### src/design/ae_defines.svh
`ifndef AE_DEFINES_SVH
`define AE_DEFINES_SVH

// datapath widths
`define AE_PIX_W            8
`define AE_BINS             256
`define AE_CNT_W            24
`define AE_WSUM_W           32
`define AE_IDX_W            7

// exposure index and brightness target
`define AE_IDX_MAX          95
`define AE_IDX_DEFAULT      61
`define AE_TARGET_DEFAULT   110
`define AE_TARGET_STEP      20
`define AE_TARGET_HI_LIMIT  230
`define AE_TARGET_LO_LIMIT  40
`define AE_EV_GAIN          32
`define AE_EV_STEP_MAX      8

// bracket offsets around the main index
`define AE_BRACKET_UP       15
`define AE_BRACKET_DN1      10
`define AE_BRACKET_DN2      50

// exposure table rule and output credits
`define AE_IT_UNIT          16
`define AE_IT_MAX           1024
`define AE_AG_UNITY         256
`define AE_AG_STEP          32
`define AE_CREDITS          2

`endif

### src/design/ae_pkg.sv
`include "ae_defines.svh"

package ae_pkg;

	// ==================================================
	// vector types
	// ==================================================
	typedef logic [`AE_PIX_W-1:0]  pix_t;      // luminance, also bin number
	typedef logic [`AE_CNT_W-1:0]  bin_cnt_t;
	typedef logic [`AE_WSUM_W-1:0] wsum_t;
	typedef logic [`AE_IDX_W-1:0]  exp_idx_t;
	typedef logic signed [5:0]     ev_step_t;  // holds +-AE_EV_STEP_MAX
	typedef logic [7:0]            target_t;
	typedef logic [15:0]           cfg_word_t;
	typedef logic [1:0]            bracket_t;

	// ==================================================
	// state machines
	// ==================================================
	typedef enum logic {
		HIST_COLLECT,
		HIST_READOUT
	} hist_state_t;

	typedef enum logic [1:0] {
		EV_IDLE,
		EV_DIV_MEAN,
		EV_DIV_STEP,
		EV_UPDATE
	} ev_state_t;

	typedef enum logic {
		SND_IDLE,
		SND_SEND
	} send_state_t;

endpackage

### src/design/ae_frame_stats.sv
`timescale 1ns/1ps

module ae_frame_stats (
	input  logic             pix_clk,
	input  logic             reset,
	input  logic             bin_valid,
	input  ae_pkg::pix_t     bin_index,
	input  ae_pkg::bin_cnt_t bin_count,
	input  logic             bins_done,
	output logic             stats_valid,
	output ae_pkg::bin_cnt_t pix_count,
	output ae_pkg::wsum_t    weighted_sum
);
	import ae_pkg::*;

	bin_cnt_t cnt_acc;
	wsum_t    wsum_acc;
	wsum_t    prod;

	assign prod = wsum_t'(bin_index) * wsum_t'(bin_count);   // intensity x count

	always_ff @(posedge pix_clk or posedge reset)
	begin
		if (reset)
		begin
			cnt_acc     <= '0;
			wsum_acc    <= '0;
			stats_valid <= 1'b0;
		end
		else
		begin
			stats_valid <= bins_done;
			if (bins_done)
			begin
				cnt_acc  <= '0;   // ready for the next frame
				wsum_acc <= '0;
			end
			else if (bin_valid)
			begin
				cnt_acc  <= cnt_acc + bin_count;
				wsum_acc <= wsum_acc + prod;
			end
		end
	end

	// totals include the last bin, held until the next frame
	always_ff @(posedge pix_clk)
	begin
		if (bins_done)
		begin
			pix_count    <= cnt_acc + bin_count;
			weighted_sum <= wsum_acc + prod;
		end
	end

endmodule

### config.mk
export PLATFORM = sky130hd
export DESIGN_NAME = ae_frame_stats
export DESIGN_NICKNAME = d
export VERILOG_FILES = /design/src/design/ae_pkg.sv /design/src/design/ae_frame_stats.sv
export VERILOG_INCLUDE_DIRS = /design/src /design/src/design
export SDC_FILE = /design/constraint.sdc
export NUM_CORES = 1
export LEC_CHECK = 0
export BUFFER_PORTS_ARGS = -buffer_cell sky130_fd_sc_hd__buf_2
export CORE_MARGIN = 2
export CORE_UTILIZATION = 49
export DETAILED_ROUTE_END_ITERATION = 6
export PLACE_DENSITY_LB_ADDON = 0.15
export SKIP_LAST_GASP = 1
export SLEW_MARGIN = 5
export SYNTH_ARGS = -nofsm -noshare
export SYNTH_HDL_FRONTEND = slang
export SYNTH_SLANG_ARGS = --single-unit
### constraint.sdc
create_clock -name pix_clk -period 6.2 [get_ports pix_clk]
set_input_delay 0.62 -clock pix_clk [delete_from_list [all_inputs] [get_ports pix_clk]]
set_output_delay 0.62 -clock pix_clk [all_outputs]
set_load 0.02 [all_outputs]
# After elaboration in Yosys (flattened, before gate mapping)
# Cells that the tools add are included.
# totals
reg_bits	113
latchBits	0
ramBits	0
romBits	0
in_bits	36
output_inout_bits	57
elab_cells	13
n_memories	0
# classes
add_sub_neg	2
multipliers	1
n_div	0
order_cmp	0
eq_ne	0
shift	0
n_mux	4
bitwise	0
reduce_logical	1
# op_table
cell	n
32-bit 2-to-1 mux	2
24-bit 2-to-1 mux	2
32-bit adder	1
8-bit by 24-bit multiplier with 32-bit output	1
24-bit adder	1
2-bit nonzero test	1

# Longest topological paths before layout
# depth
ltp_word	4
depth_mapped	19
mapped_depth_nobuf	17

# Least setup slack after synthesis
# OpenSTA, ideal clock, no wires.
# synth_timing
path_type	input to register
start	input bin_count[23]
end	register wsum_acc[31]
setup_ns	0.121
arrival_time_ns	4.973
required_time_ns	6.079
path_slack_ns	1.106
stages	18
path_buffers	2
path_cell_list	clkbuf_1 > nand2_1 > fa_1 > inv_1 > fa_1 > fa_1 > inv_1 > fa_1 > inv_1 > ha_1 > clkbuf_1 > a21oi_1 > a21boi_0 > a311oi_1 > o221ai_1 > a211oi_1 > xnor2_1 > a22o_1
# synth_via
elab_chain_cells	4
# synth_lines
item	line_no	text
start: declaration	ae_frame_stats.sv:8	input ae_pkg::bin_cnt_t bin_count,
8-bit by 24-bit multiplier with 32-bit output	ae_frame_stats.sv:20	assign prod = wsum_t'(bin_index) * wsum_t'(bin_count);
32-bit adder	ae_frame_stats.sv:41	wsum_acc <= wsum_acc + prod;
32-bit 2-to-1 mux	ae_frame_stats.sv:38	else if (bin_valid)
32-bit 2-to-1 mux	ae_frame_stats.sv:33	if (bins_done)
end signal: assignment	ae_frame_stats.sv:41	
end: declaration	ae_frame_stats.sv:17	wsum_t wsum_acc;
# Every way passes these cells. The select of a mux whose other input is x is not followed.
# A chain may end at the register's enable or synchronous reset.

# Worst setup path in the final report
# layout_timing
start	input bin_index[0]
end	register wsum_acc[27]
# layout_via
elab_chain_cells	4
# layout_lines
item	line_no	text
start: declaration	ae_frame_stats.sv:7	input ae_pkg::pix_t bin_index,
8-bit by 24-bit multiplier with 32-bit output	ae_frame_stats.sv:20	
32-bit adder	ae_frame_stats.sv:41	
32-bit 2-to-1 mux	ae_frame_stats.sv:38	
32-bit 2-to-1 mux	ae_frame_stats.sv:33	
# Every way passes these cells. The select of a mux whose other input is x is not followed.

==> results.md <==
- Status: complete, no violations
- Post-Layout Cell Count: 1645
- Clk_lat worst skew: 440 ps
- RePlAce Congestion: 0.867
- Area of the multi-input gates: 7930 um2
- Net count, final: 1582
- Setup-failing EPs final: 0
- Die Y-Extent: 161 um
- CP max FO: 24
- Max-cap viol count: 0
- Post-DR wirelength/cell: 17.7 um
- Syn Nets: 1511
- Most frequent CP cell: fa_1
- Vias: 8817
- Cells after Synth: 1238
- Top routing layer used: met4
- RSZ-0062 raised after global routing: false
- WP data arrival: 5610 ps
- EDFF count, synth: 56
- Row Count: 57
- Sequential area share after synthesis: 0.257
- Fmax: 189 MHz
- Share of layout cells above drive strength 1: 0.101
- CORE AREA: 24200 um2
- Synth area leaders: fa_1, edfxtp_1, dfrtp_1
- Clock tree buffer depth: 2
- Tot GR Track Use: 0.239
- Async S/R FF share, synth: 0.504
- CP delay by family, top: adder cells
- Biggest area consumer among synthesized cells: fa_1
- Register bit count reported by yosys: 113
- Final hold viol count: 0
- Most common cell in the netlist: inv_1
- Routed WL: 29100 um
- Fillcell total: 2261
- Cell count after placement: 1614
- Drt initial violations: 469
- Worst hold slack: 466 ps
- Vias in the first global route: 9147
- Antenna violations before repair: 0
- Die Wd: 161 um
- Worst slew pin tran: 1200 ps
- Post-CTS setup buffers: 0
- Final HPWL DP: 21800 um
- IO Port Bufs: 92
- Period utilisation layout: 0.853
- Top FF cell, synth: dfrtp_1
- Antenna diodes: 0
- I/O pin count: 93
- Hold buffer count at CTS: 0
- Resized cells post-CTS: 0
- Worst R2R Path Depth: 16
- Type of the most critical hold path: in2async
- Slew Limit Fails: 0
- Critical path's largest stage delay: 540 ps
- Initial Util: 0.499
- Unique masters post-synth: 56
- Power Dens Cells: 622 nW/um2
- Data required, critical path: 6520 ps
- VDD IR max: 377 uV
- Slowest CP cell: fa_1
- Largest net degree at the start of global routing: 65
- M1 wire length: 12700 um
- Final worst path period need: 5290 ps
- Post-route ant nets: 0
- Critical Path Start Type: primary input
- Die area: 26000 um2
- Total CTS buffers: 17
- Critical path depth: 17
- Relative slew margins: 0.182
- DR pass1 iterations: 5
- Total power: 8.38 mW
- Routed met2 length: 15000 um
- Via density: 5.36
- H-tree levels: 4
- First-pass GRT wire length: 48200 um
- Overflow after GRT: 0
- TritonCTS Sinks: 113
- TritonCTS clock tree: yes
- Met3 wire len: 865 um
- Worst-path cell chain: buf_2 -> nand2_1 -> fa_1 -> inv_1 -> fa_1 -> fa_1 -> inv_1 -> fa_1 -> inv_1 -> ha_1 -> a21oi_1 -> o221ai_1 -> a21oi_1 -> o21ai_0 -> a21boi_0 -> xnor2_1 -> a22o_1
- DRC: 0
- Top-area cell type share of the netlist area: 0.270
- Crit. End Element: register
- WS Path Type: in2reg
- Bufs and invs on worst path: 4
- Syn Area/Cell: 9.77 um2
- Fin Setup TNS: 0 ps
- Syn. warnings: 0
- Commonest cells in the netlist: inv_1, fa_1, and2_1
- Synthesized area: 12100 um2
- Clock Skews: 15.1 ps
- FF/Latch Area: 3110 um2
- Layout area overhead: 11.4%
- Clock-pin slew on the worst setup and hold paths: 60 ps
- P_leak: 6.74 nW
- Clock Tree Root: clkbuf_16
-- logic make-up (layout without fill, tap and decap cells) --
family	count (synthesis)	in the layout	synth area share
and+or+nand+nor	339	339	0.142
buffers and inverters	280	363	0.0875
AOI/OAI and AO/OA	195	195	0.110
xor gates and xnor gates	48	48	0.0348
muxes	26	26	0.0215
adders and majority gates	237	237	0.346
DFF	113	113	0.257
-- layout by cell type (no fill, tap or decap), types with 22 or more instances in the layout --
master and instances:
mux2i_1 26, inv_1 234, a21o_1 31, fa_1 163, edfxtp_1 56, a21oi_1 57
and2_1 124, buf_2 91, xor2_1 22, nor2_1 47, dfrtp_1 57, xnor2_1 26
ha_1 74, nand2_1 108
-- registers in the layout (all words and copies together), names as in the netlist --
name / cells
weighted_sum: 32
cnt_acc: 24
stats_valid: 1
wsum_acc: 32
pix_count: 24
-- final timing paths --
kind | start | to | slack (ps)
min | reset | stats_valid | 470
max reg2reg | wsum_acc[12] | wsum_acc[27] | 1210
max | bin_index[0] | wsum_acc[27] | 910
min in group pix_clk | wsum_acc[30] | wsum_acc[30] | 510
min reg2reg | wsum_acc[30] | wsum_acc[30] | 510
max in group asynchronous | reset | wsum_acc[21] | 5110
-- layout make-up --
type / count / area share
Clock buffer: 17 / 0.0316
Clock inverter: 14 / 0.0169
Inverter: 235 / 0.0655
Multi-Input combinational cell: 845 / 0.588
Sequential cell: 113 / 0.231
Tap cell: 324 / 0.0301
Timing Repair Buffer: 97 / 0.0371
-- stage by stage --
stage	instance area, um2	util	setup WS [ps]
floorplan	12100	-	1110
global placement	12800	0.529	607
detailed placement	12800	0.529	533
CTS	13500	0.556	984
global route	13500	0.556	590
finish	13500	0.556	911
-- where the power goes --
| part | switching (mW) | internal [mW] | total, mW |
|---|---|---|---|
| sequential | 0.0802 | 1.28 | 1.36 |
| clock | 0.419 | 0.719 | 1.14 |
| combinational | 3.62 | 2.26 | 5.88 |
-- per-layer routing --
metal / global-route usage / vias to the layer above
li1: - / 4122
met1: 0.315 / 4471
met2: 0.415 / 186
met3: 0.0300 / 38
met4: 0.0735 / 0
met5: 0 / -
-- worst register-to-register path: stages, from the launching register on --
cell	delay, ps
dfrtp_1	340
inv_1	90
fa_1	540
inv_1	50
fa_1	480
fa_1	540
inv_1	50
fa_1	510
inv_1	50
ha_1	360
a21oi_1	380
o221ai_1	180
a21oi_1	440
o21ai_0	240
a21boi_0	310
xnor2_1	130
a22o_1	190
Power figures use the tool's default switching activity.
