## src/design/ae_defines.svh

```systemverilog
`ifndef AE_DEFINES_SVH
`define AE_DEFINES_SVH

// datapath widths
`define AE_PIX_W            8
`define AE_BINS             256
`define AE_CNT_W            24
`define AE_WSUM_W           32
`define AE_IDX_W            7

// exposure index and brightness target
`define AE_IDX_MAX          95
`define AE_IDX_DEFAULT      61
`define AE_TARGET_DEFAULT   110
`define AE_TARGET_STEP      20
`define AE_TARGET_HI_LIMIT  230
`define AE_TARGET_LO_LIMIT  40
`define AE_EV_GAIN          32
`define AE_EV_STEP_MAX      8

// bracket offsets around the main index
`define AE_BRACKET_UP       15
`define AE_BRACKET_DN1      10
`define AE_BRACKET_DN2      50

// exposure table rule and output credits
`define AE_IT_UNIT          16
`define AE_IT_MAX           1024
`define AE_AG_UNITY         256
`define AE_AG_STEP          32
`define AE_CREDITS          2

`endif

```

## src/design/ae_pkg.sv

```systemverilog
`include "ae_defines.svh"

package ae_pkg;

	// ==================================================
	// vector types
	// ==================================================
	typedef logic [`AE_PIX_W-1:0]  pix_t;      // luminance, also bin number
	typedef logic [`AE_CNT_W-1:0]  bin_cnt_t;
	typedef logic [`AE_WSUM_W-1:0] wsum_t;
	typedef logic [`AE_IDX_W-1:0]  exp_idx_t;
	typedef logic signed [5:0]     ev_step_t;  // holds +-AE_EV_STEP_MAX
	typedef logic [7:0]            target_t;
	typedef logic [15:0]           cfg_word_t;
	typedef logic [1:0]            bracket_t;

	// ==================================================
	// state machines
	// ==================================================
	typedef enum logic {
		HIST_COLLECT,
		HIST_READOUT
	} hist_state_t;

	typedef enum logic [1:0] {
		EV_IDLE,
		EV_DIV_MEAN,
		EV_DIV_STEP,
		EV_UPDATE
	} ev_state_t;

	typedef enum logic {
		SND_IDLE,
		SND_SEND
	} send_state_t;

endpackage

```

## src/design/ae_cfg_sender.sv

```systemverilog
`timescale 1ns/1ps
`include "ae_defines.svh"

module ae_cfg_sender (
	input  logic              pix_clk,
	input  logic              reset,
	input  logic              brackets_valid,
	input  ae_pkg::exp_idx_t  bracket_idx0,
	input  ae_pkg::exp_idx_t  bracket_idx1,
	input  ae_pkg::exp_idx_t  bracket_idx2,
	input  ae_pkg::exp_idx_t  bracket_idx3,
	input  logic              credit_return,
	output logic              cfg_valid,
	output ae_pkg::bracket_t  cfg_sel,
	output ae_pkg::cfg_word_t cfg_it,
	output ae_pkg::cfg_word_t cfg_ag
);
	import ae_pkg::*;

	localparam int CR_W    = $clog2(`AE_CREDITS + 1);
	localparam int IT_KNEE = `AE_IT_MAX / `AE_IT_UNIT - 1;   // last index below max time

	send_state_t     send_state;
	exp_idx_t        pend_idx [4];
	exp_idx_t        act_idx [4];
	logic            pend_q;
	bracket_t        sel_q;
	logic [CR_W-1:0] credit_cnt;
	logic            issue;

	function automatic cfg_word_t table_it(exp_idx_t i);
		if (i <= IT_KNEE)
			return cfg_word_t'(`AE_IT_UNIT * (i + 1));
		return cfg_word_t'(`AE_IT_MAX);
	endfunction

	function automatic cfg_word_t table_ag(exp_idx_t i);
		if (i <= IT_KNEE)
			return cfg_word_t'(`AE_AG_UNITY);
		return cfg_word_t'(`AE_AG_UNITY + `AE_AG_STEP * (i - IT_KNEE));
	endfunction

	// the beat on the wire still holds a credit
	assign issue = (send_state == SND_SEND) && (credit_cnt > CR_W'(cfg_valid));

	always_ff @(posedge pix_clk or posedge reset)
	begin
		if (reset)
		begin
			send_state <= SND_IDLE;
			sel_q      <= '0;
			pend_q     <= 1'b0;
			credit_cnt <= CR_W'(`AE_CREDITS);
			cfg_valid  <= 1'b0;
		end
		else
		begin
			cfg_valid  <= issue;
			credit_cnt <= credit_cnt - CR_W'(cfg_valid) + CR_W'(credit_return);
			if (brackets_valid)
				pend_q <= 1'b1;
			case (send_state)
				SND_IDLE:
					if (pend_q)
					begin
						send_state <= SND_SEND;
						sel_q      <= '0;
						pend_q     <= brackets_valid;   // a new set queues again
					end
				SND_SEND:
					if (issue)
					begin
						sel_q <= sel_q + 1'b1;
						if (sel_q == 2'd3)
							send_state <= SND_IDLE;
					end
				default:
					send_state <= SND_IDLE;
			endcase
		end
	end

	always_ff @(posedge pix_clk)
	begin
		if (brackets_valid)
		begin
			pend_idx[0] <= bracket_idx0;
			pend_idx[1] <= bracket_idx1;
			pend_idx[2] <= bracket_idx2;
			pend_idx[3] <= bracket_idx3;
		end
		if (send_state == SND_IDLE && pend_q)
			act_idx <= pend_idx;
		if (issue)
		begin
			cfg_sel <= sel_q;
			cfg_it  <= table_it(act_idx[sel_q]);   // table lookup
			cfg_ag  <= table_ag(act_idx[sel_q]);
		end
	end

	a_credit_range: assert property (@(posedge pix_clk) disable iff (reset)
		credit_cnt <= `AE_CREDITS);

	// a returned credit must be one that is outstanding
	a_return_outstanding: assert property (@(posedge pix_clk) disable iff (reset)
		credit_return |-> (credit_cnt - CR_W'(cfg_valid)) < CR_W'(`AE_CREDITS));

endmodule

```

## config.mk

```make
export PLATFORM = sky130hd
export DESIGN_NAME = ae_cfg_sender
export DESIGN_NICKNAME = d
export VERILOG_FILES = /design/src/design/ae_pkg.sv /design/src/design/ae_cfg_sender.sv
export VERILOG_INCLUDE_DIRS = /design/src /design/src/design
export SDC_FILE = /design/constraint.sdc
export NUM_CORES = 1
export LEC_CHECK = 0
export ABC_AREA = 1
export BUFFER_PORTS_ARGS = -buffer_cell sky130_fd_sc_hd__buf_2
export CORE_MARGIN = 2
export CORE_UTILIZATION = 30
export CTS_CLUSTER_DIAMETER = 100
export DETAILED_ROUTE_END_ITERATION = 10
export GPL_ROUTABILITY_DRIVEN = 0
export GPL_TIMING_DRIVEN = 0
export SYNTH_ARGS = -nofsm -noshare
export SYNTH_HDL_FRONTEND = slang
export SYNTH_SLANG_ARGS = --single-unit
```

## constraint.sdc

```tcl
create_clock -name pix_clk -period 3.3 [get_ports pix_clk]
set_input_delay 0.165 -clock pix_clk [delete_from_list [all_inputs] [get_ports pix_clk]]
set_output_delay 0.165 -clock pix_clk [all_outputs]
set_load 0.1 [all_outputs]
```

### Word-level counts from Yosys, hierarchy flattened

Cells that the tools add are included.

* flip-flop bits (word level): 93
* logic and storage cells: 51
* output and inout port bits: 35
* input port bits: 32

* eq/ne operators: 3
* magnitude comparators: 3
* add/sub/neg operators: 6
* reduce and logical (&&, ||, !) cells: 3
* multiplexer cells: 18
* bitwise logic cells: 2

Operators with widths (number)
* $mux W16: 3
* $add A10 B13 Y14 const A: 1
* $bmux W7 S2: 1
* $mux W7: 2
* $add A7 B1 Y8 const B: 1
* $mux W1: 8
* $sub A7 B6 Y8 const B: 1
* $le A7 B6 Y1 const B: 1
* $mux W2: 2
* $pmux W2 S2: 1
* $ge A3 B3 Y1 const B: 1
* $not A2 Y3: 1
* $add A2 B1 Y2: 1
* $add A2 B1 Y2 const B: 1
* $eq A2 B2 Y1 const B: 1
* $gt A2 B1 Y1: 1
* $logic_and A1 B1 Y1: 2
* $ne A2 B1 Y1 const B: 1
* $ne A2 B2 Y1 const B: 1
* $pmux W1 S2: 1
* $reduce_and A2 Y1: 1
* $sub A2 B1 Y2: 1
* $not A1 Y1: 1

### Longest topological paths before layout

Gate-level depths: netlist of run 1.

* depth after elaboration: 8
* depth in mapped cells: 17
* gate-level depth less buffers: 15

### Worst setup path before layout of run 1

No wires, ideal clock.

* kind: register -> register
* start: reg cfg_valid
* end: reg sel_q[1]
* clock period less this slack: 2.376 ns
* required time: 3.179 ns
* cell stages (with the launch flop): 7
* setup time: 0.121 ns
* path buffers: 0
* setup slack: 0.924 ns
* data arrival time: 2.255 ns
* cell sequence: dfrtp_1 -> ha_1 -> nor2_1 -> o21ai_0 -> inv_1 -> nor2_1 -> a22o_1

* longest elaborated chain between the ends: 4

Ends and longest elaborated chain
* start: declaration: RTL line ae_cfg_sender.sv:13 `output logic cfg_valid,`
* start signal: assignment: RTL line ae_cfg_sender.sv:58 `cfg_valid <= issue;`
* $gt A2 B1 Y1: RTL line ae_cfg_sender.sv:44 `assign issue = (send_state == SND_SEND) && (credit_cnt > CR_W'(cfg_valid));`
* $logic_and A1 B1 Y1: RTL line ae_cfg_sender.sv:44
* net issue: RTL line ae_cfg_sender.sv:29 `logic issue;`
* $ne A2 B1 Y1 (no source line)
* $reduce_and A2 Y1 (no source line)
* end signal: assignment: RTL line ae_cfg_sender.sv:73 `sel_q <= sel_q + 1'b1;`
* end: declaration: RTL line ae_cfg_sender.sv:27 `bracket_t sel_q;`

The timed path passes the listed nets, and every way through them passes these cells.
A chain may end at the register's enable or synchronous reset.

### Final worst setup path of run 1

* start: reg sel_q[0]
* end: reg cfg_ag[10], data pin

* longest elaborated chain between the ends: 8
* elaborated cells between the ends (all ways): 10
* those cells by class: 2 x add/sub; 1 x order compare; 6 x mux; 1 x bitwise

Ends and longest elaborated chain
* $not A2 Y3 (implied by the code) (*): RTL line ae_cfg_sender.sv:98 `cfg_ag <= table_ag(act_idx[sel_q]);`
* $bmux W7 S2 (*): RTL line ae_cfg_sender.sv:98
* $mux W7 (implied by the code) (*) (2 in a row): RTL line ae_cfg_sender.sv:98
* branches (longest 3 deep; another with $add A10 B13 Y14)
* $mux W16 (*): RTL line ae_cfg_sender.sv:40 `` return cfg_word_t'(`AE_AG_UNITY + `AE_AG_STEP * (i - IT_KNEE)); ``
* end signal: assignment: RTL line ae_cfg_sender.sv:98
* end: declaration: RTL line ae_cfg_sender.sv:16 `output ae_pkg::cfg_word_t cfg_ag`

Every way passes the cells marked *. The select of a mux whose other input is x is not followed.

==> results of run 1 <==
## cell families after synthesis
logic type / Yosys count / share of synthesized area (%)
XOR/XNOR: 3 / 0.779
flip-flops: 82 / 72.0
AO/OA/AOI/OAI: 10 / 2.41
adder cells (fa/ha/maj): 6 / 2.23
AND/OR/NAND/NOR: 99 / 14.6
buffers and inverters: 44 / 7.83
other: 1 / 0.111
## metal layers
layer  track usage [%]  vias to the layer above  wire, um
met2              15.2                       62      2530
met3              2.82                        2       315
met1              11.9                      892      2440
li1                  -                     1018         -
met5                 0                        -         0
met4              4.34                        0        16
## cell type report
cell class | instances | area, um^2 | area share (%)
clock buffers | 9 | 124 | 2.83
multi-input cells | 133 | 734 | 16.8
clock inverters | 7 | 76.3 | 1.75
flip-flops and latches | 82 | 2430 | 55.5
repair buffers | 83 | 571 | 13.0
inverters | 25 | 101 | 2.32
plain buffers | 19 | 163 | 3.72
well taps | 140 | 175 | 4.01
## sequential cells by signal, indices dropped and copies added, names as in the netlist
register / cells
sel_q: 2
act_idx: 28
cfg_valid: 1
send_state: 1
pend_q: 1
pend_idx: 28
cfg_sel: 2
cfg_ag: 9
credit_cnt: 2
cfg_it: 8
## layout by cell type, fill, tap and decap left out, drive strengths merged, types with 2 or more instances in the layout
cell type    netlist  layout
xnor2              2       2
dfrtp              6       6
buf               18      72
dlygate4sd3        0      29
clkinv             1       4
clkbuf             1      10
nand3             19      19
ha                 6       6
a21oi              2       2
inv               24      26
o21ai              4       4
nor2              21      21
edfxtp            75      75
conb               1      15
nand2             58      58
## final timing paths
path	from	end	slack, ns	cells after the start
worst max-delay path	sel_q[0]	cfg_ag[10]	0.96	16
min in group asynchronous	reset	credit_cnt[0]	0.28	3
worst min-delay path	credit_return	credit_cnt[0]	0.05	2
max in group asynchronous	reset	credit_cnt[1]	2.76	3
worst min register to register	pend_idx[10]	act_idx[10]	0.42	0
worst max register to register	sel_q[0]	cfg_ag[10]	0.96	16
## worst max-delay path, stage by stage, from the launching register on
cell	delay [ns]
dfrtp_1	0.43
buf_6	0.16
inv_8	0.07
buf_12	0.13
nand2_1	0.06
nand3_2	0.08
nand2_4	0.06
inv_2	0.06
ha_1	0.19
inv_1	0.06
nor2_2	0.13
nand2_1	0.06
nand2_1	0.14
inv_1	0.06
ha_1	0.21
nor2_1	0.13
nor2_2	0.05
## metrics by stage
| stage | instances | worst slack (ns) |
|---|---|---|
| 2_1_floorplan | 259 | 0.924 |
| 3_3_place_gp | 452 | 0.670 |
| 3_5_place_dp | 453 | 0.995 |
| 4_1_cts | 498 | 0.954 |
| 5_1_grt | 498 | 0.745 |
| 6_report | 498 | 0.961 |
==> run summary, run 1 <==
Top_reg_cell synth: edfxtp_1
Fin area: 4370 um^2
Global-route wire length before repair: 8720 um
Setup repair bufs after CTS: 0
Setup total negative slack: 0 ns
Max Slew Vio Count: 0
Drt first pass iters: 4
Total number of vias: 1974
Worst Path Required: 3.40 ns
Post-synth top area cell: edfxtp_1
N_diodes: 0
Violation count after the first detailed-route iteration: 75
Fillers: 1044
I/O pin cnt: 67
Area fraction of the dominant cell type after synthesis: 66.8%
WS Path Type: register to register
All-Layer GR Usage: 9.52%
Hpwl dp: 3730 um
Root cell of the clock tree: clkbuf_8
Post-Synthesis Cells: 245
Library cells used by synthesis: 31
Final count of hold timing violations: 0
Latest clock arrival within the worst-skew pair: 0.34 ns
Fin crit period: 2.34 ns
Number of global-route vias before repair: 1866
Area of the die: 12100 um^2
Grt ovf: 0
Mean Syn Cell Area: 13.8 um^2
Post-synth EDFFs: 75
Core area: 10900 um^2
Status: completed
Top-count cell post-synth: edfxtp_1
Largest net degree at the start of global routing: 30
Worst setup EP type: register
NumNets Final: 391
Initial Utilization: 31.0%
Initial antenna violation count: 0
Top cells by count, synth: edfxtp_1, nand2_1, inv_1, buf_4
Hold_ws: 0.0516 ns
Sequential cell area fraction in the yosys report: 72.0%
CTS HTree Levels: 3
Least-Margin Pin Slew: 0.794 ns
Chip Width: 110 um
RSZ-0062 raised after global routing: false
Max Clk Rate: 428 MHz
Clock Path Buffers: 2
Async SR Flop Fraction: 8.54%
Slew HR: 47.0%
Post-place instance area: 3880 um^2
Rows: 38
Hold WC Path Type: input port to register
Setup Viol. Count Final: 0
# DRC: 0
Cts bufs inserted: 9
Critical Path Start Type: register
CTS tree: built
Synth top area cells: edfxtp_1, nand2_1, dfrtp_1
Fin util: 40.2%
Via/cell ratio: 3.96
CTS sink cnt: 82
CP Max Fanout: 10
Post_cts resized: 0
Clk pin slew, worst setup/hold paths: 0.09 ns
Final cycle utilization of the critical path: 70.9%
Yosys reg bits: 82
Post-cts hold buffer count: 29
Worst path arrival time: 2.44 ns
Share of cells above drive strength 1: 33.2%
Max cap viols: 0
Die Y-Extent: 110 um
Ys Warns: 0
Routed length per instance: 10.6 um
Mapped cell area: 3370 um^2
DRT antenna net count: 0
Final wirelength: 5300 um
Input/output buffers: 53
Skew final: 0.00926 ns
Layout area overhead: 29.7%
Power of run 1 is left out: the tool's default activity adds up to more than one toggle a clock period on the data nets, which glitch-free logic cannot reach.
==> inputs of run 2 (changes only) <==
ABC_AREA = 0   (was 1)
clock period = 2.1 ns   (was 3.3 ns; I/O delays follow)
==> run 2 against run 1 <==
The flow now finishes with violations (setup timing). Via count down 17%. Area after synthesis down 8.4%. Worst hold slack better by 0.17 ns. Clock skew up 0.0053 ns. Fmax up 7.4%. Die area down 8.1%. Non-clock buffer count up 8. Sequential cell count unchanged. Global-route usage down 0.35 points. First-iteration DRC count down 63%.
==> run summary, run 2 <==
Sequential cell area fraction in the yosys report: 78.6%
Violation count after the first detailed-route iteration: 28
Worst path arrival time: 2.36 ns
Hold WC Path Type: input port to asynchronous set/reset pin
DRT antenna net count: 0
Skew final: 0.0145 ns
Root cell of the clock tree: clkbuf_8
N_diodes: 0
Largest net degree at the start of global routing: 30
Most frequent cells in the layout: edfxtp_1, buf_2, dlygate4sd3_1, buf_4, conb_1
Latest clock arrival within the worst-skew pair: 0.35 ns
Max cap viols: 0
Drt first pass iters: 4
CTS tree: built
Number of global-route vias before repair: 1615
Reg2reg path depth: 9
Hold_ws: 0.217 ns
Mux contribution to synthesized area: 5.91%
Mean Syn Cell Area: 18.8 um^2
Yosys reg bits: 82
Post-Synth Simple-Gate Area: 4.82%
Failing checks: setup timing
Total number of vias: 1638
NumNets Final: 319
Area of the die: 11100 um^2
Max Slew Vio Count: 0
Chip Width: 105 um
Worst setup EP type: register
Largest registers: act_idx: 28 flops, pend_idx: 28 flops, cfg_ag: 9 flops
# DRC: 0
Ys Warns: 0
Routed length per instance: 11.3 um
Top_reg_cell synth: edfxtp_1
CP Max Fanout: 6
Top-count cell post-synth: edfxtp_1
Input/output buffers: 53
Final count of hold timing violations: 0
I/O pin cnt: 67
Final wirelength: 4760 um
CTS sink cnt: 82
Top cells by count, synth: edfxtp_1, buf_4, inv_1, nor2_1
Via/cell ratio: 3.88
Most common cell after layout, fill and taps aside: edfxtp_1
CTS HTree Levels: 3
Synth Area in Compound Gates: 1.42%
Max Clk Rate: 459 MHz
All-Layer GR Usage: 9.18%
Adder-cell area share of the yosys netlist: 2.43%
Rows: 37
Least-Margin Pin Slew: 1.04 ns
Mapped cell area: 3090 um^2
Async SR Flop Fraction: 8.54%
Initial Utilization: 30.5%
Initial antenna violation count: 0
Global-route wire length before repair: 7580 um
Post-Synthesis Cells: 164
Area fraction of the dominant cell type after synthesis: 72.9%
PnR worst setup slack: -0.0782 ns
Worst Path Required: 2.28 ns
Post-synth top area cell: edfxtp_1
Slew HR: 30.4%
Reg2Reg Setup Slack: -0.08 ns
Cts bufs inserted: 9
Post-synth EDFFs: 75
Setup Viol. Count Final: 4
XOR/XNOR Fraction of Synth Area: 1.42%
Hpwl dp: 3000 um
Status: complete, but fails checks
Critical Path Start Type: register
Final cycle utilization of the critical path: 104%
Synth top area cells: edfxtp_1, dfrtp_1, buf_4
Clock Path Buffers: 2
Library cells used by synthesis: 30
Fin crit period: 2.18 ns
Die Y-Extent: 105 um
WS Path Type: register to register
Core area: 10100 um^2
Layout area overhead: 36.0%
Largest family of logic cells by synthesized area: multiplexers
RSZ-0062 raised after global routing: true
Share of cells above drive strength 1: 39.9%
Grt ovf: 0
Clk pin slew, worst setup/hold paths: 0.09 ns
[run 2: kinds of logic (layout without fill, tap and decap cells)]
kind of cell	after synthesis	count (layout)
buffers and inverters	26	134
other	1	15
flip-flops	82	82
AND/OR/NAND/NOR	29	29
multiplexers	8	8
adder cells (fa/ha/maj)	6	6
XOR/XNOR	5	5
AO/OA/AOI/OAI	7	7
[run 2: layer usage]
metal | share of wire (%) | routed length (um) | track usage [%] | vias to the layer above
met5 | 0 | 0 | 0 | -
met1 | 42 | 2010 | 10.5 | 773
met4 | 2.7 | 130 | 5.71 | 0
met3 | 4.6 | 221 | 2.66 | 10
li1 | - | - | - | 807
met2 | 50 | 2400 | 15.1 | 48
[run 2: repair_timing]
action,4_1_cts,5_1_grt
pin swaps,3,7
endpoints found under the hold margin,36,0
hold buffers,30,0
endpoints found under the setup margin,4,27
gates resized for setup,6,5
setup buffers,7,2
[run 2: cell type report]
| cell class | instances | area, um^2 |
|---|---|---|
| tap | 136 | 170 |
| fill | 935 | 5940 |
| inverter | 8 | 30.0 |
| clock inverter | 6 | 67.6 |
| clock buffer | 10 | 128 |
| timing repair buffer | 92 | 633 |
| buffer | 18 | 133 |
| multi-input combinational | 70 | 611 |
| sequential | 82 | 2430 |
[run 2: final timing paths]
path	from	to
max	sel_q[0]	cfg_ag[10]
min	reset	credit_cnt[0]
max reg2reg	sel_q[0]	cfg_ag[10]
min reg2reg	pend_idx[22]	act_idx[22]
max in group asynchronous	reset	credit_cnt[1]
min in group pix_clk	brackets_valid	pend_idx[26]
[run 2: critical path, stage by stage, from the launching register on]
cell and delay, ns:
dfrtp_1 0.37, buf_6 0.15, mux4_2 0.58, ha_4 0.21
nand3_4 0.07, xor2_4 0.17, inv_2 0.06, ha_4 0.15
nand2b_4 0.12, mux2i_1 0.13
[run 2: metrics by stage]
stage	util (%)	area [um^2]	setup TNS, ns	instances	setup WS (ns)
2_1_floorplan	-	3160	-0.0746	178	-0.0712
4_1_cts	41.1	4170	-0.314	420	-0.120
5_1_grt	41.4	4200	-0.603	422	-0.187
3_3_place_gp	35.5	3600	-0.568	367	-0.237
3_5_place_dp	35.5	3600	-0.762	367	-0.285
6_report	41.4	4200	-0.232	422	-0.0782
Power of run 2 is left out for the same reason.
==> inputs of run 3 (changes only) <==
SETUP_SLACK_MARGIN = 0.3   (was default)
==> run 3 against run 2 <==
The flow still finishes with violations (setup timing). Critical path depth fell by 1. Core utilization is 0.60 points higher. Worst hold slack better by 0.0087 ns. Worst setup slack improved by 0.011 ns. Sequential cell count unchanged. Global-route usage decreased by 0.056 points. Critical endpoint is now cfg_ag[9].
==> run summary, run 3 (same netlist as run 2, synthesis figures left out) <==
Skew final: 0.0141 ns
# DRC: 0
RSZ-0062 raised after global routing: true
Hpwl dp: 2900 um
CP Max Fanout: 8
Die Y-Extent: 105 um
NumNets Final: 323
Fillers: 923
RR Endpoint: cfg_ag[9]
WS Path Type: register to register
Input/output buffers: 53
CTS tree: built
Violation count after the first detailed-route iteration: 46
Reg2reg path depth: 8
Fin crit period: 2.17 ns
Root cell of the clock tree: clkbuf_8
Clk pin slew, worst setup/hold paths: 0.08 ns
Max Clk Rate: 461 MHz
I/O pin cnt: 67
Final count of hold timing violations: 0
Most common cell after layout, fill and taps aside: edfxtp_1
Max Slew Vio Count: 0
Area of the multi-input gates: 634 um^2
Final wirelength: 4680 um
Clock Path Buffers: 2
Worst setup EP type: register
Global-route wire length before repair: 7590 um
Share of cells above drive strength 1: 43.8%
CP max-delay cell: mux4_2
Slew HR: 56.3%
Worst Path Required: 2.21 ns
Rows: 37
Layout area overhead: 38.0%
Cts bufs inserted: 9
Most frequent cells in the layout: edfxtp_1, buf_2, dlygate4sd3_1, buf_4, conb_1
Final cycle utilization of the critical path: 103%
FF+latch area: 2430 um^2
Max cap viols: 0
Via/cell ratio: 3.77
Initial antenna violation count: 0
CTS sink cnt: 82
Chip Width: 105 um
Reg2Reg Setup Slack: -0.07 ns
Routed length per instance: 11.0 um
Least-Margin Pin Slew: 0.656 ns
DRT antenna net count: 0
Grt ovf: 0
Setup Viol. Count Final: 3
Area of the die: 11100 um^2
Drt first pass iters: 4
Hold_ws: 0.226 ns
N_diodes: 0
FF-to-FF Start: sel_q[0]
All-Layer GR Usage: 9.12%
Crit path cell chain: buf_6 > mux4_2 > ha_4 > nand3_4 > xor2_2 > inv_2 > ha_4 > and2_4
Pre-CTS setup slack: -0.239 ns
Critical Path Start Type: register
Initial Utilization: 30.5%
CTS HTree Levels: 3
Total number of vias: 1606
Number of global-route vias before repair: 1613
Inst Count DP: 367
Largest net degree at the start of global routing: 30
Status: complete, but fails checks
Crit path top cell by count: ha_4
Failing checks: setup timing
Worst path arrival time: 2.28 ns
Largest stage delay, worst path: 0.58 ns
Latest clock arrival within the worst-skew pair: 0.36 ns
Fin cells: 426
Hold WC Path Type: input port to asynchronous set/reset pin
Largest registers: act_idx: 28 flops, pend_idx: 28 flops, cfg_ag: 9 flops
Core area: 10100 um^2
PnR worst setup slack: -0.0670 ns
## run 3: how the worst max path moves through the flow
stage	start	end	cells past startpoint
after floorplan	sel_q[0]	cfg_ag[9]	8
after global placement	sel_q[0]	cfg_ag[9]	7
after detailed placement	sel_q[0]	cfg_ag[9]	8
after CTS	sel_q[0]	cfg_ag[9]	8
after global routing	sel_q[0]	cfg_ag[10]	9
final	sel_q[0]	cfg_ag[9]	8
## run 3: layer usage
layer / wire length, um / up-vias / global-route usage, %
met3: 309 / 6 / 4.02
li1: - / 817 / -
met5: 0 / - / 0
met1: 2050 / 732 / 10.8
met2: 2270 / 51 / 14.2
met4: 46 / 0 / 4.29
## run 3: area by class of cell
| type | count | area share (%) |
|---|---|---|
| inverters | 8 | 0.851 |
| multi-input cells | 70 | 14.9 |
| clock buffers | 9 | 2.91 |
| plain buffers | 18 | 3.35 |
| flip-flops and latches | 82 | 57.1 |
| repair buffers | 96 | 15.6 |
| well taps | 136 | 3.99 |
| clock inverters | 7 | 1.38 |
## run 3: per-stage QoR
stage / instance area, um^2 / setup TNS, ns / utilization [%]
finish: 4260 / -0.133 / 42.0
global route: 4260 / -0.538 / 42.0
CTS: 4200 / -0.272 / 41.4
detailed placement: 3600 / -0.600 / 35.5
global placement: 3600 / -0.493 / 35.5
floorplan: 3160 / -0.0672 / -
## run 3: what timing repair did
action / CTS / global route
endpoints found under the setup margin: 18 / 33
buffers inserted: 7 / 5
gates cloned: 0 / 1
resized for setup: 16 / 11
hold buffers: 30 / 0
pin swaps: 3 / 4
endpoints found under the hold margin: 36 / 0
## run 3: critical path: cells and delay by family, from the launching register on
family        cells  cell delay (ns)
fa+ha+maj         2             0.41
simple gates      2             0.18
xor+xnor          1             0.18
flops             1             0.37
buf+inv           2             0.21
mux               1             0.58
Power of run 3 is left out for the same reason.
